===== src/panel_consts.svh =====
//~~~~~~~~~~~~~~~~~~~~~~~~~~~~~~~~~~~~~~~~~~~~~~~~~~~~~~~~~~~~~~~~~~~~
// sensor panel constants
// bus timing, scan and debounce lengths, adc address, register map
//~~~~~~~~~~~~~~~~~~~~~~~~~~~~~~~~~~~~~~~~~~~~~~~~~~~~~~~~~~~~~~~~~~~~
`ifndef PANEL_CONSTS_SVH
`define PANEL_CONSTS_SVH

// sys_clk cycles per quarter scl period
`define I2C_DIV          4
// gap between the end of one read and the next start
`define POLL_CYCLES      200
`define DEBOUNCE_CYCLES  16
`define SCAN_CYCLES      8

`define ADC_DEV_ADDR     7'h54

// register byte offsets
`define REG_CTRL         16'h0000
`define REG_DISP_LO      16'h0004
`define REG_DISP_HI      16'h0008
`define REG_SAMPLE       16'h000C
`define REG_STATUS       16'h0010

`endif


===== src/i2c_pkg.sv =====
//~~~~~~~~~~~~~~~~~~~~~~~~~~~~~~~~~~~~~~~~~~~~~~~~~~~~~~~~~~~~~~~~~~~~
// i2c types: reader phases, pin enables and the adc sample
//~~~~~~~~~~~~~~~~~~~~~~~~~~~~~~~~~~~~~~~~~~~~~~~~~~~~~~~~~~~~~~~~~~~~
`default_nettype none

package i2c_pkg;
	// one bit slot is four quarters
	typedef enum logic [2:0] {
		I2C_IDLE,
		I2C_START,
		I2C_ADDR,
		I2C_DATA,
		I2C_STOP
	} i2c_state_t;

	typedef struct packed {
		logic [7:0] raw;
		logic       nack;
		logic       done;
	} adc_sample_t;

	// high means pull the line low
	typedef struct packed {
		logic scl_oe;
		logic sda_oe;
	} i2c_pins_t;
endpackage

`default_nettype wire


===== src/i2c_adc_reader.sv =====
//~~~~~~~~~~~~~~~~~~~~~~~~~~~~~~~~~~~~~~~~~~~~~~~~~~~~~~~~~~~~~~~~~~~~
// i2c adc reader
// polls one byte from the adc, open-drain enables, ack check
//~~~~~~~~~~~~~~~~~~~~~~~~~~~~~~~~~~~~~~~~~~~~~~~~~~~~~~~~~~~~~~~~~~~~
`timescale 1ns/1ps
`default_nettype none
`include "panel_consts.svh"

module i2c_adc_reader
	import i2c_pkg::*;
(
	input  wire         sys_clk,
	input  wire         sys_rst_n,
	input  wire         poll_en,
	input  wire         sda_in,
	output i2c_pins_t   pins,
	output adc_sample_t sample
);

	i2c_state_t  state;
	logic [15:0] div_cnt;
	logic [1:0]  quarter;
	logic [3:0]  bit_cnt;
	logic [31:0] poll_cnt;
	logic [7:0]  tx_shift;
	logic [7:0]  rx_shift;
	logic        nack_seen;
	logic [1:0]  sda_sync;
	logic        qtick;
	logic        scl_low;
	logic        sda_low;

	assign qtick = (div_cnt == 16'(`I2C_DIV - 1));

	always_ff @(posedge sys_clk or negedge sys_rst_n) begin
		if (!sys_rst_n) begin
			sda_sync <= 2'b11;
		end else begin
			sda_sync <= {sda_sync[0], sda_in};
		end
	end

	always_ff @(posedge sys_clk or negedge sys_rst_n) begin
		if (!sys_rst_n) begin
			state     <= I2C_IDLE;
			div_cnt   <= '0;
			quarter   <= '0;
			bit_cnt   <= '0;
			poll_cnt  <= '0;
			nack_seen <= 1'b0;
			sample    <= '0;
		end else begin
			sample.done <= 1'b0;
			if (state == I2C_IDLE) begin
				div_cnt   <= '0;
				quarter   <= '0;
				nack_seen <= 1'b0;
				if (!poll_en) begin
					poll_cnt <= '0;
				end else if (poll_cnt == 32'(`POLL_CYCLES - 1)) begin
					poll_cnt <= '0;
					state    <= I2C_START;
				end else begin
					poll_cnt <= poll_cnt + 32'd1;
				end
			end else begin
				div_cnt <= qtick ? '0 : div_cnt + 16'd1;
				if (qtick) begin
					quarter <= quarter + 2'd1;
					// slave ack sits on the ninth address bit
					if (quarter == 2'd2 && state == I2C_ADDR && bit_cnt == 4'd8)
						nack_seen <= sda_sync[1];
					if (quarter == 2'd3) begin
						case (state)
							I2C_START: begin
								state   <= I2C_ADDR;
								bit_cnt <= '0;
							end
							I2C_ADDR: begin
								if (bit_cnt == 4'd8) begin
									state   <= nack_seen ? I2C_STOP : I2C_DATA;
									bit_cnt <= '0;
								end else begin
									bit_cnt <= bit_cnt + 4'd1;
								end
							end
							I2C_DATA: begin
								if (bit_cnt == 4'd8)
									state <= I2C_STOP;
								else
									bit_cnt <= bit_cnt + 4'd1;
							end
							I2C_STOP: begin
								state       <= I2C_IDLE;
								sample.done <= 1'b1;
								sample.nack <= nack_seen;
								if (!nack_seen)
									sample.raw <= rx_shift;
							end
							default: state <= I2C_IDLE;
						endcase
					end
				end
			end
		end
	end

	// address shifts out msb first, ones fill in behind it
	always_ff @(posedge sys_clk) begin
		if (state == I2C_IDLE)
			tx_shift <= {`ADC_DEV_ADDR, 1'b1};
		else if (qtick && quarter == 2'd3 && state == I2C_ADDR)
			tx_shift <= {tx_shift[6:0], 1'b1};
		if (qtick && quarter == 2'd2 && state == I2C_DATA && bit_cnt < 4'd8)
			rx_shift <= {rx_shift[6:0], sda_sync[1]};
	end

	// scl low in quarters 0 and 3 of a bit, sda moves while scl is low
	always_comb begin
		scl_low = 1'b0;
		sda_low = 1'b0;
		case (state)
			I2C_START: begin
				sda_low = (quarter != 2'd0);
				scl_low = (quarter == 2'd3);
			end
			I2C_ADDR, I2C_DATA: begin
				scl_low = (quarter == 2'd0) || (quarter == 2'd3);
				sda_low = ~tx_shift[7];
			end
			I2C_STOP: begin
				scl_low = (quarter == 2'd0);
				sda_low = (quarter < 2'd2);
			end
			default: ;
		endcase
	end

	always_ff @(posedge sys_clk or negedge sys_rst_n) begin
		if (!sys_rst_n)
			pins <= '0;
		else
			pins <= '{scl_oe: scl_low, sda_oe: sda_low};
	end

endmodule

`default_nettype wire


===== config.mk =====
export PLATFORM = sky130hd
export DESIGN_NAME = i2c_adc_reader
export DESIGN_NICKNAME = d
export VERILOG_FILES = /design/src/i2c_pkg.sv /design/src/i2c_adc_reader.sv
export VERILOG_INCLUDE_DIRS = /design/src
export SDC_FILE = /design/constraint.sdc
export NUM_CORES = 1
export LEC_CHECK = 0
export ABC_CLOCK_PERIOD_IN_PS = 2800
export BUFFER_PORTS_ARGS = -buffer_cell sky130_fd_sc_hd__buf_2
export CAP_MARGIN = 20
export CORE_MARGIN = 1.5
export CORE_UTILIZATION = 34
export DETAILED_ROUTE_END_ITERATION = 10
export PLACE_DENSITY = 0.52
export SLEW_MARGIN = 10
export SYNTH_ARGS = -nofsm -noshare
export SYNTH_HDL_FRONTEND = slang
export SYNTH_SLANG_ARGS = --single-unit

===== constraint.sdc =====
create_clock -name sys_clk -period 2.8 [get_ports sys_clk]
set_clock_uncertainty 0.1 [all_clocks]
set_input_delay 0.14 -clock sys_clk [delete_from_list [all_inputs] [get_ports sys_clk]]
set_output_delay 0.14 -clock sys_clk [all_outputs]
set_load 0.01 [all_outputs]

==> results.ini <==
[run_status]
status = completed

[power]
p_int_mw = 1.99
swShare_pct = 22.3
pwr-share-clk_pct = 47.4
powerDensity_mw_per_mm2 = 532
p_switching_uw = 572
pwr-share-seq_pct = 50.0
irDropWorstVdd_mv = 0.283
power_frac_comb_pct = 2.6
power.leakage_nw = 2.01

[global_routing]
grt_pass1_wl_um = 16300
antenna_found_initial = 0
grt_remaining_overflow = 0
grt_max_degree = 73
first_global_vias = 3346
grt_usage_pct = 15.8

[route]
wire_per_inst_um = 15.2
viasPerCell = 5.36
routed_wl_um = 9370
final_antenna_net_count = 0
vias = 3313
drt_iter0_markers = 378
route.detailed.drc = 0
drt_pre_antenna_iters = 5

[timing]
fin_ws_ns = 0.358
hold_viol_final = 0
setup_viol = 0
max_slew_margin_pct = 38.6
fin_crit_sh_pct = 87.2
fin_setup_tns_ns = 0
worstMarginPinSlew_ns = 0.921
holdWs_ns = 0.256
slew_violations = 0
max_freq_ghz = 0.410
finalCriticalPeriod_ns = 2.44
rsz0062_at_grt = no

[critical_path]
max_stage_delay_ns = 0.54
r2r_end = sample[6]
crit_slowest_cell = or3_1
rrSetupSlack_ns = 0.36
path_max_fanout = 9
cp-start-kind = flip-flop
r2r_start = div_cnt[0]
path_cells = ha_1 -> nor4b_2 -> and4_1 -> nand2_2 -> or3_1 -> mux2_2
arrival_ns = 2.58
cp.depth = 6
cp.required_ns = 2.94
crit_type = flip-flop to flip-flop
endpoint_kind = flip-flop
worst-path-buf-inv = 0
critical_path.top_delay_family = simple AND/OR/NAND/NOR gates
reg2reg_depth = 6

[floorplan]
die-area_sq_mm = 0.0133
start_util_pct = 35.2
dieWidth_um = 115
fp.coreArea_sq_mm = 0.0122
rows = 40
ios = 16
chipHeight_um = 115

[place]
dpl_cell_area_sq_mm = 0.00451
numPortBuffers = 15
dp_hpwl_um = 6020
pre_cts_ws_ns = 0.321
gp_congestion = 0.809

[synth]
ys_async_sr_fraction_pct = 82.8
syn-mean-instance-area_sq_um = 9.87
syn_inst = 434
synth_compound_area_share_pct = 14.4
netlist_area_sq_mm = 0.00428
synthAdderAreaFrac_pct = 2.05
synth_ff_type = dfrtp_1
synth_seq_area_share_pct = 51.0
ys_types = 54
synth_top_family_by_area = simple AND/OR/NAND/NOR gates
syn_nets = 445
synthSimpleGateAreaFrac_pct = 21.0
yosysWarnings = 0
ys_seq_elements = 87
synth-xor-area-share_pct = 2.66
synth-edff-count = 8
synthMuxAreaShare_pct = 4.97

[final_layout]
flow.area_growth_from_synthesis_pct = 12.7
n_antenna_cell = 0
final_cell_mix = dfrtp_1 (70), nand2_1 (45), nor2_1 (39)
fill_cells = 1217
final_common_cell = dfrtp_1
postLayoutCoreUtil_pct = 39.7
fin_area_sq_mm = 0.00482
layout.nets = 456
drive_above_1_share_pct = 12.9

[clock_network]
cts_max_path_buffers = 2
cts_tree = built
cts_sinks = 87
clk_latency_ns = 0.35
cts_setup_buffers = 0
clockRootBuffer = clkbuf_16
numCtsBuffers = 9
clkTransAtPathRegs_ns = 0.06
h-tree-depth = 3

[min_path]
min_from = sda_sync[0]
min_to = sda_sync[1]
hold_depth = 0
hp-class = flip-flop to flip-flop

[job]
max_cap_viol_count = 0

-- what timing repair did --
action	in CTS	in global routing
gates resized for setup	0	0
hold buffers	2	0
hold endpoints to repair	71	0
-- metrics by stage --
stage / std cells / total power [mW]
global placement: 600 / 1.37
detailed placement: 600 / 1.38
CTS: 618 / 2.61
finish: 618 / 2.57
floorplan: 434 / 1.34
global route: 618 / 2.67
-- per-layer routing --
metal	track usage [%]	vias to the layer above	part of all wire, %
met2	24.7	65	45
met3	3.16	21	3.6
met5	0	-	0
met4	8.48	0	2.7
li1	-	1620	-
met1	20.7	1607	48
-- synthesized netlist by cell type (5+ instances only) --
| master | number | area [sq um] |
|---|---|---|
| a41oi_1 | 10 | 87.6 |
| nand3_1 | 23 | 115 |
| inv_1 | 10 | 37.5 |
| a31oi_1 | 32 | 200 |
| buf_2 | 5 | 25.0 |
| xor2_1 | 11 | 96.3 |
| o21ai_0 | 16 | 80.1 |
| nor2_1 | 39 | 146 |
| edfxtp_1 | 8 | 240 |
| clkbuf_1 | 15 | 56.3 |
| a21oi_1 | 21 | 105 |
| and3_1 | 7 | 43.8 |
| ha_1 | 7 | 87.6 |
| mux2_2 | 10 | 113 |
| nand2_1 | 45 | 169 |
| dfrtp_1 | 70 | 1750 |
| mux2i_1 | 10 | 100 |
| nor4_1 | 8 | 50.1 |
| dfxtp_1 | 7 | 140 |
| nand4_1 | 12 | 75.1 |
| and4_1 | 5 | 43.8 |
| nor3_1 | 10 | 50.1 |
-- cells by family (layout without fill, tap and decap cells) --
| group | count (synthesis) | in the layout |
|---|---|---|
| multiplexers | 20 | 20 |
| AO/OA/AOI/OAI | 97 | 97 |
| XOR/XNOR | 13 | 13 |
| adder cells (fa/ha/maj) | 7 | 7 |
| AND/OR/NAND/NOR | 175 | 175 |
| buffers and inverters | 35 | 51 |
| flip-flops | 87 | 87 |
-- registers in the layout, indices dropped and copies added (netlist names) --
| register | cells |
|---|---|
| nack_seen | 1 |
| quarter | 2 |
| sda_sync | 2 |
| pins | 2 |
| sample | 10 |
| poll_cnt | 32 |
| rx_shift | 8 |
| state | 3 |
| div_cnt | 16 |
| bit_cnt | 4 |
| tx_shift | 7 |
-- cell type report --
class	count	area (sq um)	area share (%)
clock inverter	6	66.3	1.37
clock buffer	10	229	4.75
sequential	87	2180	45.3
multi-input combinational	312	1940	40.2
timing repair buffer	25	158	3.27
tap	168	210	4.36
inverter	10	37.5	0.778
-- worst max-delay path by stage --
stage,from,to,slack [ns]
global route,div_cnt[0],sample[6],0.12
floorplan,div_cnt[0],rx_shift[0],0.38
detailed placement,div_cnt[0],sample[6],0.32
CTS,div_cnt[0],sample[6],0.31
global placement,div_cnt[0],sample[4],0.39
finish,div_cnt[0],sample[6],0.36
-- power groups by stage --
stage	combinational, mW	clock, mW	sequential, mW
3_3_place_gp	0.0658	0	1.31
3_5_place_dp	0.0671	0	1.31
4_1_cts	0.0696	1.25	1.28
5_1_grt	0.0782	1.30	1.28
6_report	0.0669	1.22	1.28
2_1_floorplan	0.0344	0	1.31
Note: power is estimated with default switching activity, not from simulation.
