$ cat config.mk
export PLATFORM = sky130hd
export DESIGN_NAME = seg_scan
export DESIGN_NICKNAME = d
export VERILOG_FILES = /design/src/panel_pkg.sv /design/src/seg_scan.sv
export VERILOG_INCLUDE_DIRS = /design/src
export SDC_FILE = /design/constraint.sdc
export NUM_CORES = 1
export LEC_CHECK = 0
export ABC_AREA = 1
export ABC_CLOCK_PERIOD_IN_PS = 2250
export BUFFER_PORTS_ARGS = -buffer_cell sky130_fd_sc_hd__buf_4
export CELL_PAD_IN_SITES_DETAIL_PLACEMENT = 1
export CELL_PAD_IN_SITES_GLOBAL_PLACEMENT = 1
export CORE_AREA = 2 2 101 93
export CTS_CLUSTER_SIZE = 25
export DETAILED_ROUTE_END_ITERATION = 10
export DIE_AREA = 0 0 103 95
export PLACE_DENSITY = 0.82
export SYNTH_ARGS = -nofsm -noshare
export SYNTH_HDL_FRONTEND = slang
export SYNTH_SLANG_ARGS = --single-unit
$ cat constraint.sdc
create_clock -name sys_clk -period 2.25 [get_ports sys_clk]
set_input_delay 0.3375 -clock sys_clk [delete_from_list [all_inputs] [get_ports sys_clk]]
set_output_delay 0.3375 -clock sys_clk [all_outputs]
set_load 0.02 [all_outputs]
$ cat src/panel_consts.svh
//~~~~~~~~~~~~~~~~~~~~~~~~~~~~~~~~~~~~~~~~~~~~~~~~~~~~~~~~~~~~~~~~~~~~
// sensor panel constants
// bus timing, scan and debounce lengths, adc address, register map
//~~~~~~~~~~~~~~~~~~~~~~~~~~~~~~~~~~~~~~~~~~~~~~~~~~~~~~~~~~~~~~~~~~~~
`ifndef PANEL_CONSTS_SVH
`define PANEL_CONSTS_SVH

// sys_clk cycles per quarter scl period
`define I2C_DIV          4
// gap between the end of one read and the next start
`define POLL_CYCLES      200
`define DEBOUNCE_CYCLES  16
`define SCAN_CYCLES      8

`define ADC_DEV_ADDR     7'h54

// register byte offsets
`define REG_CTRL         16'h0000
`define REG_DISP_LO      16'h0004
`define REG_DISP_HI      16'h0008
`define REG_SAMPLE       16'h000C
`define REG_STATUS       16'h0010

`endif

$ cat src/panel_pkg.sv
//~~~~~~~~~~~~~~~~~~~~~~~~~~~~~~~~~~~~~~~~~~~~~~~~~~~~~~~~~~~~~~~~~~~~
// panel types: axi4-lite channels, control, display word, digits
//~~~~~~~~~~~~~~~~~~~~~~~~~~~~~~~~~~~~~~~~~~~~~~~~~~~~~~~~~~~~~~~~~~~~
`default_nettype none

package panel_pkg;
	typedef struct packed {
		logic [15:0] awaddr;
		logic        awvalid;
		logic [31:0] wdata;
		logic [3:0]  wstrb;
		logic        wvalid;
		logic        bready;
		logic [15:0] araddr;
		logic        arvalid;
		logic        rready;
	} axil_req_t;

	typedef struct packed {
		logic        awready;
		logic        wready;
		logic        bvalid;
		logic [1:0]  bresp;
		logic        arready;
		logic        rvalid;
		logic [31:0] rdata;
		logic [1:0]  rresp;
	} axil_rsp_t;

	// poll_en is bit 0
	typedef struct packed {
		logic raw_seg;
		logic show_user;
		logic poll_en;
	} ctrl_t;

	typedef struct packed {
		logic       blank;
		logic [2:0] rsvd;
		logic [3:0] nib;
	} disp_hex_t;

	// digit 0 lives in the low byte
	typedef union packed {
		disp_hex_t [7:0]  hex;
		logic [7:0][7:0]  seg;
	} disp_word_u;

	typedef struct packed {
		logic [3:0] hun;
		logic [3:0] ten;
		logic [3:0] uni;
	} bcd3_t;

	typedef logic [3:0] key_evt_t;
endpackage

`default_nettype wire

$ cat src/seg_scan.sv
//~~~~~~~~~~~~~~~~~~~~~~~~~~~~~~~~~~~~~~~~~~~~~~~~~~~~~~~~~~~~~~~~~~~~
// eight-digit display scan
// decimal reading, user hex nibbles or raw segment bytes
//~~~~~~~~~~~~~~~~~~~~~~~~~~~~~~~~~~~~~~~~~~~~~~~~~~~~~~~~~~~~~~~~~~~~
`timescale 1ns/1ps
`default_nettype none
`include "panel_consts.svh"

module seg_scan
	import panel_pkg::*;
(
	input  wire             sys_clk,
	input  wire             sys_rst_n,
	input  wire ctrl_t      ctrl,
	input  wire disp_word_u user_word,
	input  wire bcd3_t      reading,
	output logic [7:0]      seg_number,
	output logic [7:0]      seg_choice
);

	localparam int SCAN_W = $clog2(`SCAN_CYCLES + 1);

	logic [SCAN_W-1:0] scan_cnt;
	logic [2:0]        digit;

	// active low segments, dp off
	function automatic logic [7:0] hex_seg(input logic [3:0] nib);
		case (nib)
			4'h0: return 8'hc0;
			4'h1: return 8'hf9;
			4'h2: return 8'ha4;
			4'h3: return 8'hb0;
			4'h4: return 8'h99;
			4'h5: return 8'h92;
			4'h6: return 8'h82;
			4'h7: return 8'hf8;
			4'h8: return 8'h80;
			4'h9: return 8'h90;
			4'ha: return 8'h88;
			4'hb: return 8'h83;
			4'hc: return 8'hc6;
			4'hd: return 8'ha1;
			4'he: return 8'h86;
			default: return 8'h8e;
		endcase
	endfunction

	// counter starts full so digit 0 comes up on the first edge
	always_ff @(posedge sys_clk or negedge sys_rst_n) begin
		if (!sys_rst_n) begin
			scan_cnt   <= SCAN_W'(`SCAN_CYCLES - 1);
			digit      <= 3'd7;
			seg_choice <= 8'hff;
		end else if (scan_cnt == SCAN_W'(`SCAN_CYCLES - 1)) begin
			scan_cnt   <= '0;
			digit      <= digit + 3'd1;
			seg_choice <= (seg_choice == 8'hff) ? 8'hfe : {seg_choice[6:0], seg_choice[7]};
		end else begin
			scan_cnt <= scan_cnt + 1'b1;
		end
	end

	always_comb begin
		seg_number = 8'hff;
		if (!ctrl.show_user) begin
			case (digit)
				3'd0: seg_number = hex_seg(reading.uni);
				3'd1: seg_number = hex_seg(reading.ten);
				// no leading zero on the hundreds
				3'd2: seg_number = (reading.hun == 4'd0) ? 8'hff : hex_seg(reading.hun);
				default: seg_number = 8'hff;
			endcase
		end else if (ctrl.raw_seg) begin
			seg_number = user_word.seg[digit];
		end else if (!user_word.hex[digit].blank) begin
			seg_number = hex_seg(user_word.hex[digit].nib);
		end
	end

endmodule

`default_nettype wire

==> run_summary.xml <==
<?xml version="1.0" encoding="UTF-8"?>
<metrics>
  <group name="global_route">
    <metric name="grt-ovfl-total" unit="">0</metric>
    <metric name="grt_first_pass_wirelength" unit="um">17200</metric>
    <metric name="grt_max_degree" unit="">16</metric>
    <metric name="first_global_vias" unit="">3639</metric>
    <metric name="grtUsageTotal" unit="%">21.8</metric>
    <metric name="grt_antenna_before_repair" unit="">0</metric>
  </group>
  <group name="cells_and_area">
    <metric name="finish.instance_area" unit="sq um">4280</metric>
    <metric name="areaGrowthSynthToFinish" unit="%">61.1</metric>
    <metric name="insertedDiodeCount" unit="">0</metric>
    <metric name="finalNetCount" unit="">689</metric>
    <metric name="mostFrequentLayoutCells" unit="">130 x sky130_fd_sc_hd__buf_4, 94 x sky130_fd_sc_hd__nand2_1, 47 x sky130_fd_sc_hd__inv_1, 41 x sky130_fd_sc_hd__nor2_1, 33 x sky130_fd_sc_hd__o21ai_0</metric>
    <metric name="final_layout_size_suffix_gt1_share" unit="%">44.0</metric>
    <metric name="fin_util" unit="%">48.5</metric>
    <metric name="layout.cells.most_common" unit="">sky130_fd_sc_hd__buf_4</metric>
  </group>
  <group name="critical_path">
    <metric name="critical_path_required" unit="ps">1910</metric>
    <metric name="r2r-end" unit="">seg_choice[0]</metric>
    <metric name="worst_r2r_startpoint" unit="">scan_cnt[0]</metric>
    <metric name="critical-path-max-stage-delay" unit="ps">640</metric>
    <metric name="cells_on_worst_reg2reg_path" unit="">5</metric>
    <metric name="crit_start" unit="">digit[0]</metric>
    <metric name="crit_fanout" unit="">8</metric>
    <metric name="cpMostUsedCell" unit="">sky130_fd_sc_hd__nor2_1</metric>
    <metric name="critical_path.slowest_cell" unit="">sky130_fd_sc_hd__dfstp_2</metric>
    <metric name="setup.worst_path.end_class" unit="">output port</metric>
    <metric name="cp.buffers_inverters" unit="">2</metric>
    <metric name="worstSetupStartpointType" unit="">flop</metric>
    <metric name="timing.critical_path.cells" unit="">buf_12 &gt; nor2_4 &gt; nor2_1 &gt; o21ai_1 &gt; nand3_2 &gt; nand2_4 &gt; ha_4 &gt; o21ai_0 &gt; nor2_1 &gt; nor2_1 &gt; nor2_2 &gt; buf_6</metric>
    <metric name="timing.critical_path.arrival" unit="ps">2440</metric>
    <metric name="worst_setup_path_class" unit="">reg -&gt; out</metric>
    <metric name="timing.reg2reg.setup_slack" unit="ps">610</metric>
    <metric name="path_delay_family" unit="">simple AND/OR/NAND/NOR gates</metric>
  </group>
  <group name="run">
    <metric name="cap_violations" unit="">0</metric>
  </group>
  <group name="clock_network">
    <metric name="cts_made_buffers" unit="">3</metric>
    <metric name="cts_max_level" unit="">1</metric>
    <metric name="cts.clk_slew.worst_paths" unit="ps">70</metric>
    <metric name="tritoncts_clock_tree" unit="">done</metric>
    <metric name="clock_insertion_delay_worst_skew" unit="ps">250</metric>
    <metric name="cts_root_buffer" unit="">sky130_fd_sc_hd__clkbuf_8</metric>
    <metric name="cts.path.max_buffers" unit="">2</metric>
    <metric name="clock_sink_count" unit="">15</metric>
  </group>
  <group name="detailed_routing">
    <metric name="drc_markers" unit="">0</metric>
    <metric name="post_drt_wl_per_cell" unit="um">16.4</metric>
    <metric name="initialDrtViolationCount" unit="">111</metric>
    <metric name="drt_pass1_iterations" unit="">4</metric>
    <metric name="antenna_violating_nets_post_route" unit="">0</metric>
    <metric name="total_number_of_vias" unit="">3530</metric>
    <metric name="via_per_inst" unit="">5.06</metric>
    <metric name="route.final.wire_length" unit="um">11400</metric>
  </group>
  <group name="die">
    <metric name="row_count" unit="">33</metric>
    <metric name="core_area" unit="sq um">8840</metric>
    <metric name="floorplan.die.width" unit="um">103</metric>
    <metric name="io_pins" unit="">97</metric>
    <metric name="chipHeight" unit="um">95</metric>
    <metric name="die_area" unit="sq um">9790</metric>
    <metric name="initial_core_util" unit="%">30.1</metric>
  </group>
  <group name="sta">
    <metric name="final_min_period_over_clock_period" unit="%">124</metric>
    <metric name="drv_slew" unit="">0</metric>
    <metric name="finalSetupViolations" unit="">8</metric>
    <metric name="worst_slew_margin_rel" unit="%">72.8</metric>
    <metric name="worst_pin_slew" unit="ps">405</metric>
    <metric name="hold-worst-slack" unit="ps">490</metric>
    <metric name="finalWorstSetupSlack" unit="ps">-532</metric>
    <metric name="totalNegativeSetupSlack" unit="ps">-3530</metric>
    <metric name="unrepaired_setup_endpoints_after_global_routing" unit="">yes</metric>
    <metric name="max_clock_freq" unit="MHz">359</metric>
    <metric name="worst_clock_skew" unit="ps">7.09</metric>
    <metric name="number_of_hold_violations_in_the_final_report" unit="">0</metric>
    <metric name="finalWorstPathRequiredPeriod" unit="ps">2780</metric>
  </group>
  <group name="synth">
    <metric name="synthesized_instance_count" unit="">436</metric>
    <metric name="yosys.area.top_type" unit="">sky130_fd_sc_hd__nand2_1</metric>
    <metric name="synth.distinct_cells" unit="">37</metric>
    <metric name="synth_top_flop_cell" unit="">sky130_fd_sc_hd__dfstp_2</metric>
    <metric name="postSynthAreaPerCell" unit="sq um">6.10</metric>
    <metric name="ys_seq_area_share" unit="%">14.8</metric>
    <metric name="syn-num-nets" unit="">549</metric>
    <metric name="synth.area.top_cells" unit="">sky130_fd_sc_hd__nand2_1 15%, sky130_fd_sc_hd__ha_1 15%, sky130_fd_sc_hd__dfstp_2 14%</metric>
    <metric name="ys_async_sr_fraction" unit="%">100</metric>
    <metric name="ys_seq_elements" unit="">15</metric>
    <metric name="number_of_enable_flip_flop_cells_after_synthesis" unit="">0</metric>
    <metric name="synthesis.yosys.warnings" unit="">0</metric>
    <metric name="synth_top_area_share" unit="%">15.1</metric>
    <metric name="synth.cell_area" unit="sq um">2660</metric>
  </group>
  <group name="run_status">
    <metric name="failed_checks" unit="">setup timing</metric>
    <metric name="status" unit="">finished, violations left</metric>
  </group>
  <group name="placed_design">
    <metric name="dp_slack" unit="ps">-280</metric>
    <metric name="routability_driven_placement_congestion_ratio" unit="">0.895</metric>
    <metric name="port_buffers" unit="">95</metric>
    <metric name="postPlaceCellArea" unit="sq um">3840</metric>
    <metric name="hpwl" unit="um">8210</metric>
  </group>
  <group name="min_path">
    <metric name="worst_hold_path_type" unit="">in -&gt; async</metric>
  </group>
  <group name="pwr">
    <metric name="powerDensity" unit="nW/um^2">221</metric>
    <metric name="ir_worst_vdd" unit="mV">0.257</metric>
    <metric name="p_leak" unit="nW">2.12</metric>
  </group>
</metrics>
-- sequential cells by signal (all words and copies together) (netlist names) --
signal,cells
digit,3
seg_choice,8
scan_cnt,4
-- layer usage --
layer  share of wire, %  vias up  GRT usage (%)
met5                  0        -              0
met4                2.0        0           2.74
met3                3.9       22           2.29
met2                 51       94           40.6
met1                 43     1714           27.6
li1                   -     1700              -
-- timing repair --
| action | 4_1_cts | 5_1_grt |
|---|---|---|
| endpoints found under the hold margin | 1 | 0 |
| hold buffers | 1 | 0 |
| endpoints found under the setup margin | 8 | 8 |
| pin swaps | 29 | 21 |
| gates resized for setup | 47 | 33 |
| setup buffers | 7 | 4 |
| gates cloned | 2 | 0 |
-- cells by family after synthesis --
family                     share of synthesized area [%]
DFF                                                 14.8
and+or+nand+nor                                     37.1
adders and majority gates                           15.1
xor gates and xnor gates                            1.32
AOI/OAI and AO/OA                                   19.4
buffers and inverters                               12.4
-- how the worst max path moves through the flow --
| stage | endpoint | slack (ps) | cells past startpoint |
|---|---|---|---|
| after floorplan | seg_number[5] | -4 | 13 |
| after global placement | seg_number[5] | -200 | 13 |
| after detailed placement | seg_number[5] | -280 | 13 |
| after CTS | seg_number[0] | -440 | 17 |
| after global routing | seg_number[1] | -600 | 12 |
| final | seg_number[1] | -530 | 12 |
-- final cells by class --
class	count	area [sq um]
clock buffers	3	41.3
clock inverters	1	5.00
fillers	1185	4550
inverters	57	229
multi-input cells	349	2230
flip-flops and latches	15	393
well taps	122	153
repair buffers	150	1230
-- where the power goes --
part	switching, mW	total, mW	internal (mW)	leakage (nW)
clock	0.0978	0.220	0.122	0.0255
combinational	0.240	0.456	0.215	1.93
sequential	0	0.271	0.271	0.159
-- cell usage after synthesis (2+ instances only) --
library cell,count
sky130_fd_sc_hd__a31oi_1,2
sky130_fd_sc_hd__nand3_1,37
sky130_fd_sc_hd__dfstp_2,14
sky130_fd_sc_hd__inv_2,3
sky130_fd_sc_hd__o211ai_1,10
sky130_fd_sc_hd__o21ai_1,8
sky130_fd_sc_hd__nand2_4,2
sky130_fd_sc_hd__o21ai_0,40
sky130_fd_sc_hd__nand2_1,107
sky130_fd_sc_hd__nand3_2,8
sky130_fd_sc_hd__nor3_1,3
sky130_fd_sc_hd__xor2_1,4
sky130_fd_sc_hd__ha_1,32
sky130_fd_sc_hd__buf_4,6
sky130_fd_sc_hd__nor2_1,53
sky130_fd_sc_hd__buf_2,4
sky130_fd_sc_hd__nand4_1,2
sky130_fd_sc_hd__nand2_2,6
sky130_fd_sc_hd__buf_6,4
sky130_fd_sc_hd__inv_1,52
sky130_fd_sc_hd__o2111ai_1,2
sky130_fd_sc_hd__a21oi_1,22
-- stage by stage --
step           total power, mW  instances
6_report                 0.947        697
5_1_grt                   1.00        697
4_1_cts                  0.918        694
3_5_place_dp             0.668        680
3_3_place_gp             0.655        680
2_1_floorplan            0.465        436
Note: power is estimated with default switching activity, not from simulation.
