--- src/panel_consts.svh ---
//~~~~~~~~~~~~~~~~~~~~~~~~~~~~~~~~~~~~~~~~~~~~~~~~~~~~~~~~~~~~~~~~~~~~
// sensor panel constants
// bus timing, scan and debounce lengths, adc address, register map
//~~~~~~~~~~~~~~~~~~~~~~~~~~~~~~~~~~~~~~~~~~~~~~~~~~~~~~~~~~~~~~~~~~~~
`ifndef PANEL_CONSTS_SVH
`define PANEL_CONSTS_SVH

// sys_clk cycles per quarter scl period
`define I2C_DIV          4
// gap between the end of one read and the next start
`define POLL_CYCLES      200
`define DEBOUNCE_CYCLES  16
`define SCAN_CYCLES      8

`define ADC_DEV_ADDR     7'h54

// register byte offsets
`define REG_CTRL         16'h0000
`define REG_DISP_LO      16'h0004
`define REG_DISP_HI      16'h0008
`define REG_SAMPLE       16'h000C
`define REG_STATUS       16'h0010

`endif

--- src/panel_pkg.sv ---
//~~~~~~~~~~~~~~~~~~~~~~~~~~~~~~~~~~~~~~~~~~~~~~~~~~~~~~~~~~~~~~~~~~~~
// panel types: axi4-lite channels, control, display word, digits
//~~~~~~~~~~~~~~~~~~~~~~~~~~~~~~~~~~~~~~~~~~~~~~~~~~~~~~~~~~~~~~~~~~~~
`default_nettype none

package panel_pkg;
	typedef struct packed {
		logic [15:0] awaddr;
		logic        awvalid;
		logic [31:0] wdata;
		logic [3:0]  wstrb;
		logic        wvalid;
		logic        bready;
		logic [15:0] araddr;
		logic        arvalid;
		logic        rready;
	} axil_req_t;

	typedef struct packed {
		logic        awready;
		logic        wready;
		logic        bvalid;
		logic [1:0]  bresp;
		logic        arready;
		logic        rvalid;
		logic [31:0] rdata;
		logic [1:0]  rresp;
	} axil_rsp_t;

	// poll_en is bit 0
	typedef struct packed {
		logic raw_seg;
		logic show_user;
		logic poll_en;
	} ctrl_t;

	typedef struct packed {
		logic       blank;
		logic [2:0] rsvd;
		logic [3:0] nib;
	} disp_hex_t;

	// digit 0 lives in the low byte
	typedef union packed {
		disp_hex_t [7:0]  hex;
		logic [7:0][7:0]  seg;
	} disp_word_u;

	typedef struct packed {
		logic [3:0] hun;
		logic [3:0] ten;
		logic [3:0] uni;
	} bcd3_t;

	typedef logic [3:0] key_evt_t;
endpackage

`default_nettype wire

--- src/key_debounce.sv ---
//~~~~~~~~~~~~~~~~~~~~~~~~~~~~~~~~~~~~~~~~~~~~~~~~~~~~~~~~~~~~~~~~~~~~
// four-key debouncer, one-cycle press pulse on an accepted low
//~~~~~~~~~~~~~~~~~~~~~~~~~~~~~~~~~~~~~~~~~~~~~~~~~~~~~~~~~~~~~~~~~~~~
`timescale 1ns/1ps
`default_nettype none
`include "panel_consts.svh"

module key_debounce
	import panel_pkg::*;
(
	input  wire       sys_clk,
	input  wire       sys_rst_n,
	input  wire [3:0] key_in,
	output key_evt_t  press
);

	localparam int CNT_W = $clog2(`DEBOUNCE_CYCLES + 1);

	logic [3:0]       sync_a;
	logic [3:0]       sync_b;
	// accepted key levels, released is high
	logic [3:0]       level;
	logic [CNT_W-1:0] cnt [4];

	always_ff @(posedge sys_clk or negedge sys_rst_n) begin
		if (!sys_rst_n) begin
			sync_a <= 4'hf;
			sync_b <= 4'hf;
			level  <= 4'hf;
			press  <= '0;
			for (int k = 0; k < 4; k++)
				cnt[k] <= '0;
		end else begin
			sync_a <= key_in;
			sync_b <= sync_a;
			press  <= '0;
			for (int k = 0; k < 4; k++) begin
				if (sync_b[k] == level[k]) begin
					cnt[k] <= '0;
				end else if (cnt[k] == CNT_W'(`DEBOUNCE_CYCLES - 1)) begin
					cnt[k]   <= '0;
					level[k] <= sync_b[k];
					press[k] <= ~sync_b[k];
				end else begin
					cnt[k] <= cnt[k] + 1'b1;
				end
			end
		end
	end

endmodule

`default_nettype wire

--- config.mk ---
export PLATFORM = sky130hd
export DESIGN_NAME = key_debounce
export DESIGN_NICKNAME = d
export VERILOG_FILES = /design/src/panel_pkg.sv /design/src/key_debounce.sv
export VERILOG_INCLUDE_DIRS = /design/src
export SDC_FILE = /design/constraint.sdc
export NUM_CORES = 1
export LEC_CHECK = 0
export ABC_CLOCK_PERIOD_IN_PS = 1400
export BUFFER_PORTS_ARGS = -buffer_cell sky130_fd_sc_hd__buf_2
export CAP_MARGIN = 40
export CORE_MARGIN = 2
export CORE_UTILIZATION = 40
export CTS_BUF_LIST = sky130_fd_sc_hd__clkbuf_16
export DETAILED_ROUTE_END_ITERATION = 10
export GPL_ROUTABILITY_DRIVEN = 1
export HOLD_SLACK_MARGIN = 0.08
export PLACE_DENSITY = 0.63
export REMOVE_ABC_BUFFERS = 1
export SYNTH_ARGS = -nofsm -noshare
export SYNTH_HDL_FRONTEND = slang
export SYNTH_SLANG_ARGS = --single-unit
--- constraint.sdc ---
create_clock -name sys_clk -period 1.4 [get_ports sys_clk]
set_input_delay 0.28 -clock sys_clk [delete_from_list [all_inputs] [get_ports sys_clk]]
set_output_delay 0.28 -clock sys_clk [all_outputs]
set_load 0.02 [all_outputs]
==> results of run 1 <==
-- cell type report --
cell class              count  area [µm²]  share of cell area [%]
clock buffers               5         125                    7.33
clock inverters             3        90.1                    5.27
inverters                   3        11.3                   0.659
multi-input cells          60         433                    25.3
flip-flops and latches     36         916                    53.6
well taps                  46        57.6                    3.37
repair buffers             11        75.1                    4.40
-- cell families (layout without fill, tap and decap cells) --
family,after synthesis,count (layout)
buffers and inverters,3,22
AND/OR/NAND/NOR,36,36
adder cells (fa/ha/maj),4,4
AO/OA/AOI/OAI,4,4
multiplexers,4,4
flip-flops,36,36
XOR/XNOR,12,12
-- timing repair --
| action | in CTS | in global routing |
|---|---|---|
| endpoints found under the setup margin | 0 | 0 |
| hold buffers | 1 | 0 |
| hold endpoints to repair | 12 | 0 |
-- worst max-delay path, cell delays in order (launching register included) --
cell and delay, ps:
dfrtp_1 380, ha_1 210, nand3_2 110, nor2_1 110, mux2_2 330
-- Yosys cell counts (3+ instances only) --
master   number
and2_1        4
and3_1        3
dfrtp_1      24
dfstp_2      12
ha_1          4
inv_1         3
mux2_1        3
nand3_1       4
nand3_2       4
nor2_1       14
nor4b_1       4
o21ai_1       4
xor2_1       12
-- through the flow --
step	hold slack (ps)	total power [mW]	instances	area (µm²)
global placement	237	1.23	155	1480
floorplan	-15.6	1.18	99	1360
finish	96.0	2.82	164	1710
CTS	89.9	2.86	164	1710
detailed placement	240	1.24	155	1480
global route	82.6	2.94	164	1710
-- routing by layer --
layer  GRT usage (%)  vias to the layer above  routed length, µm
met3            4.53                        8                 97
met1            14.8                      363                889
met5               0                        -                  0
met2            21.5                       19                970
li1                -                      365                  -
met4            10.8                        0                 79
-- final timing paths --
check | end | startpoint | cells past startpoint | slack (ps)
min | sync_a[1]$_DFF_PN1_ | key_in[1] | 1 | 100
min in group asynchronous | cnt[12]$_DFF_PN0_ | sys_rst_n | 2 | 470
max in group asynchronous | sync_a[2]$_DFF_PN1_ | sys_rst_n | 3 | 410
max reg2reg | level[0]$_DFFE_PN1P_ | cnt[15]$_DFF_PN0_ | 4 | 180
min reg2reg | sync_b[3]$_DFF_PN1_ | sync_a[3]$_DFF_PN1_ | 0 | 350
max | level[0]$_DFFE_PN1P_ | cnt[15]$_DFF_PN0_ | 4 | 180
-- flip-flops by register name, summed over array words and instances (netlist names) --
name    cells
cnt        20
level       4
press       4
sync_a      4
sync_b      4
-- power by group through the flow --
stage	Clock [mW]	Sequential (mW)	Combinational, mW
3_5_place_dp	0	1.14	0.0968
3_3_place_gp	0	1.14	0.0913
5_1_grt	1.70	1.13	0.114
4_1_cts	1.64	1.12	0.101
2_1_floorplan	0	1.13	0.0515
6_report	1.60	1.12	0.0962
==> impl_metrics.env, run 1 <==
export IMPL_worstSetupPathType="reg -> reg"
export IMPL_post_synth_inst_count=99
export IMPL_synth_fa_ha_area_share_pct=3.68
export IMPL_seqPwrFrac_pct=39.7
export IMPL_routed_via_density=4.60
export IMPL_synthXorXnorAreaFrac_pct=7.73
export IMPL_cts_buffers=5
export IMPL_synth_mux_area_share_pct=3.31
export IMPL_root_buffer="clkbuf_16"
export IMPL_p_switching_mw=0.489
export IMPL_grt_start_max_net_pins=20
export IMPL_maxCapViolCount=0
export IMPL_place_ws_ps=180
export IMPL_port_buffer_count=9
export IMPL_ys_top_cells_by_area="dfrtp_1, dfstp_2, xor2_1, nor2_1, ha_1"
export IMPL_rows=21
export IMPL_status="completed"
export IMPL_start_kind="flop"
export IMPL_grt_setup_unrepaired="no"
export IMPL_p_leak_nw=0.847
export IMPL_io_pins=10
export IMPL_skew_ps=5.63
export IMPL_finalSetupTns_ps=0
export IMPL_overflow=0
export IMPL_clk_insertion_delay_late_ps=280
export IMPL_nNetsFinal=127
export IMPL_core_area_mm2=0.00331
export IMPL_clk_pin_slew_worst_paths_ps=60
export IMPL_synthFlopType="dfrtp_1"
export IMPL_synth_top_family_by_area="simple AND/OR/NAND/NOR gates"
export IMPL_antenna_found_initial=0
export IMPL_ys_warn_count=0
export IMPL_ys_ff_latch=36
export IMPL_routed_wl_um=2040
export IMPL_die_x_um=62.3
export IMPL_drtIter0Drc=16
export IMPL_power_frac_clock_pct=56.9
export IMPL_fmax_mhz=818
export IMPL_comb_power_share_pct=3.4
export IMPL_synth_edf_count=0
export IMPL_synthSimpleGateAreaFrac_pct=15.6
export IMPL_fillers=303
export IMPL_hp_class="in -> reg"
export IMPL_area_growth_pct=25.6
export IMPL_p_per_area_mw_per_mm2=1650
export IMPL_drc=0
export IMPL_path_max_fanout=4
export IMPL_postCtsSetupBuffers=0
export IMPL_die_area_mm2=0.00388
export IMPL_synth_cell_types=17
export IMPL_start_util_pct=41.1
export IMPL_cts_resized=0
export IMPL_endpoint_kind="flop"
export IMPL_swShare_pct=17.3
export IMPL_gp_congestion=0.710
export IMPL_grt_pass1_wl_um=3820
export IMPL_setup_viol=0
export IMPL_final_cell_mix="dfrtp_1, nor2_1, xor2_1, dfstp_2, buf_2"
export IMPL_p_int_mw=2.33
export IMPL_wire_per_inst_um=12.4
export IMPL_dp_hpwl_um=1410
export IMPL_cts_sinks=36
export IMPL_tritoncts="done"
export IMPL_finish_utilization_pct=51.6
export IMPL_route_vias_total=755
export IMPL_final_hold_viol_count=0
export IMPL_syn_area_mm2=0.00136
export IMPL_worstPathRequired_ps=1610
export IMPL_drive_above_1_share_pct=32.2
export IMPL_cp_arrival_ps=1430
export IMPL_drv_slew=0
export IMPL_layout_setup_ws_ps=178
export IMPL_yosys_area_top_type_share_pct=44.2
export IMPL_synth_compound_area_share_pct=1.47
export IMPL_track_usage_pct=13.5
export IMPL_synthArstFlopShare_pct=100
export IMPL_slew_headroom_pct=72.1
export IMPL_ant_nets=0
export IMPL_n_antenna_cell=0
export IMPL_dieHeight_um=62.3
export IMPL_syn_area_per_cell_um2=13.7
export IMPL_grt_pass1_vias=856
export IMPL_drt_pass1_iter_count=4
export IMPL_period_share_pct=87.3
export IMPL_fin_crit_ps=1220
export IMPL_tightest_slew_ps=418
export IMPL_vdd_ir_drop_max_v=0.000913
export IMPL_h_tree_depth=2
export IMPL_synth_seq_area_share_pct=67.3
export IMPL_layout_commonest_cell="dfrtp_1"
export IMPL_synth_area_leader_cell="dfrtp_1"
export IMPL_cts_buffer_depth=2
(Power assumes the default switching activity.)
==> inputs of run 2 (changes only) <==
- CAP_MARGIN: 40 -> default
- CORE_MARGIN: 2 -> 4
==> run 2 against run 1 <==
  * Sequential power is essentially flat
  * Die area grew 13%
  * Combinational power shrank 7.4%
  * Final area shrank 4.0%
  * Maximum frequency grew 0.54%
  * Total power shrank 15%
  * Largest power group unchanged
==> impl_metrics.env, run 2 (same netlist as run 1, synthesis figures left out) <==
export IMPL_status="completed"
export IMPL_dp_hpwl_um=1240
export IMPL_area_growth_pct=20.6
export IMPL_layout_cells_non_filler=162
export IMPL_tightest_slew_ps=428
export IMPL_fin_crit_ps=1220
export IMPL_root_buffer="clkbuf_16"
export IMPL_largest_register="cnt"
export IMPL_rows=20
export IMPL_antenna_found_initial=0
export IMPL_fillers=291
export IMPL_drtIter0Drc=15
export IMPL_path_max_fanout=4
export IMPL_finalSetupTns_ps=0
export IMPL_vdd_ir_drop_max_v=0.000918
export IMPL_die_area_mm2=0.00440
export IMPL_cp_top_family="flip-flops"
export IMPL_ant_nets=0
export IMPL_p_int_mw=1.96
export IMPL_cts_resized=0
export IMPL_path_cells="ha_1 -> nand3_2 -> nor2_1 -> mux2_2"
export IMPL_start_kind="flop"
export IMPL_grt_pass1_wl_um=3540
export IMPL_final_hold_viol_count=0
export IMPL_dieHeight_um=66.3
export IMPL_layout_setup_ws_ps=184
export IMPL_port_buffer_count=9
export IMPL_place_ws_ps=193
export IMPL_path_buf_inv=0
export IMPL_overflow=0
export IMPL_seqPwrFrac_pct=46.4
export IMPL_io_pins=10
export IMPL_power_frac_clock_pct=49.9
export IMPL_drc=0
export IMPL_setup_viol=0
export IMPL_largest_register_ffs=20
export IMPL_cp_arrival_ps=1420
export IMPL_cp_slowest_cell="dfrtp_1"
export IMPL_nNetsFinal=127
export IMPL_slew_headroom_pct=71.5
export IMPL_drt_pass1_iter_count=4
export IMPL_route_vias_total=759
export IMPL_drive_above_1_share_pct=30.5
export IMPL_finish_utilization_pct=52.0
export IMPL_final_cell_mix="dfrtp_1, nor2_1, xor2_1, dfstp_2, buf_2"
export IMPL_die_x_um=66.3
export IMPL_gp_congestion=0.706
export IMPL_endpoint_kind="flop"
export IMPL_grt_start_max_net_pins=37
export IMPL_period_share_pct=86.8
export IMPL_p_leak_nw=0.817
export IMPL_core_area_mm2=0.00315
export IMPL_hp_class="in -> reg"
export IMPL_maxCapViolCount=0
export IMPL_grt_pass1_vias=823
export IMPL_placed_cells=153
export IMPL_swShare_pct=18.9
export IMPL_skew_ps=4.12
export IMPL_track_usage_pct=11.3
export IMPL_layout_commonest_cell="dfrtp_1"
export IMPL_clk_pin_slew_worst_paths_ps=50
export IMPL_start_util_pct=43.1
export IMPL_tritoncts="done"
export IMPL_routed_via_density=4.69
export IMPL_postCtsSetupBuffers=0
export IMPL_worstSetupPathType="reg -> reg"
export IMPL_grt_setup_unrepaired="no"
export IMPL_n_antenna_cell=0
export IMPL_final_seq_area_um2=916
export IMPL_comb_power_share_pct=3.7
export IMPL_clk_insertion_delay_late_ps=280
export IMPL_slowest_delay_ps=360
export IMPL_fmax_mhz=823
export IMPL_drv_slew=0
export IMPL_cts_buffers=5
export IMPL_wire_per_inst_um=11.3
export IMPL_multi_input_comb_area_um2=433
export IMPL_p_switching_mw=0.457
export IMPL_cts_sinks=36
export IMPL_h_tree_depth=2
export IMPL_routed_wl_um=1830
export IMPL_p_per_area_mw_per_mm2=1470
export IMPL_worstPathRequired_ps=1600
export IMPL_cts_buffer_depth=2
==> run 2: path summary, 6_finish.rpt <==
| path | from | to | slack [ps] | cells past startpoint |
|---|---|---|---|---|
| setup / recovery | cnt[15]$_DFF_PN0_ | level[0]$_DFFE_PN1P_ | 180 | 4 |
| hold / removal | key_in[1] | sync_a[1]$_DFF_PN1_ | 100 | 1 |
| setup reg to reg | cnt[15]$_DFF_PN0_ | level[0]$_DFFE_PN1P_ | 180 | 4 |
| hold reg to reg | sync_a[3]$_DFF_PN1_ | sync_b[3]$_DFF_PN1_ | 350 | 0 |
| max in group asynchronous | sys_rst_n | sync_b[3]$_DFF_PN1_ | 500 | 3 |
| min in group asynchronous | sys_rst_n | cnt[11]$_DFF_PN0_ | 570 | 3 |
==> run 2: cell type report <==
type                            count  share of cell area, %
Clock inverter                      3                   2.29
Sequential cell                    36                   55.8
Multi-Input combinational cell     60                   26.4
Timing Repair Buffer               11                   3.81
Tap cell                           44                   3.36
Clock buffer                        5                   7.63
Inverter                            3                  0.687
==> run 2: per-stage QoR <==
stage | area, µm² | hold WS, ps | total power [mW]
6_report | 1640 | 98.5 | 2.41
5_1_grt | 1640 | 92.0 | 2.54
4_1_cts | 1640 | 88.5 | 2.47
3_5_place_dp | 1470 | 342 | 1.23
3_3_place_gp | 1470 | 336 | 1.22
2_1_floorplan | 1360 | -15.6 | 1.18
==> run 2: power groups by stage <==
stage	registers, mW	clock network (mW)	logic, mW
floorplan	1.13	0	0.0515
global placement	1.13	0	0.0861
detailed placement	1.14	0	0.0903
CTS	1.12	1.26	0.0930
global route	1.13	1.30	0.108
finish	1.12	1.20	0.0891
==> run 2: what timing repair did <==
item                                    CTS  global route
hold buffers                              1             0
hold endpoints to repair                 24             0
endpoints found under the setup margin    0             0
==> run 2: worst reg2reg max path: stages (launching register included) <==
cell and delay [ps]:
dfrtp_1 360, ha_1 210, nand3_2 120, nor2_1 110, mux2_2 330
==> run 2: routing by layer <==
metal / share of wire, % / GRT usage, %
met1: 43 / 12.4
met4: 3.1 / 8.38
met5: 0 / 0
met3: 5.0 / 4.08
met2: 49 / 17.6
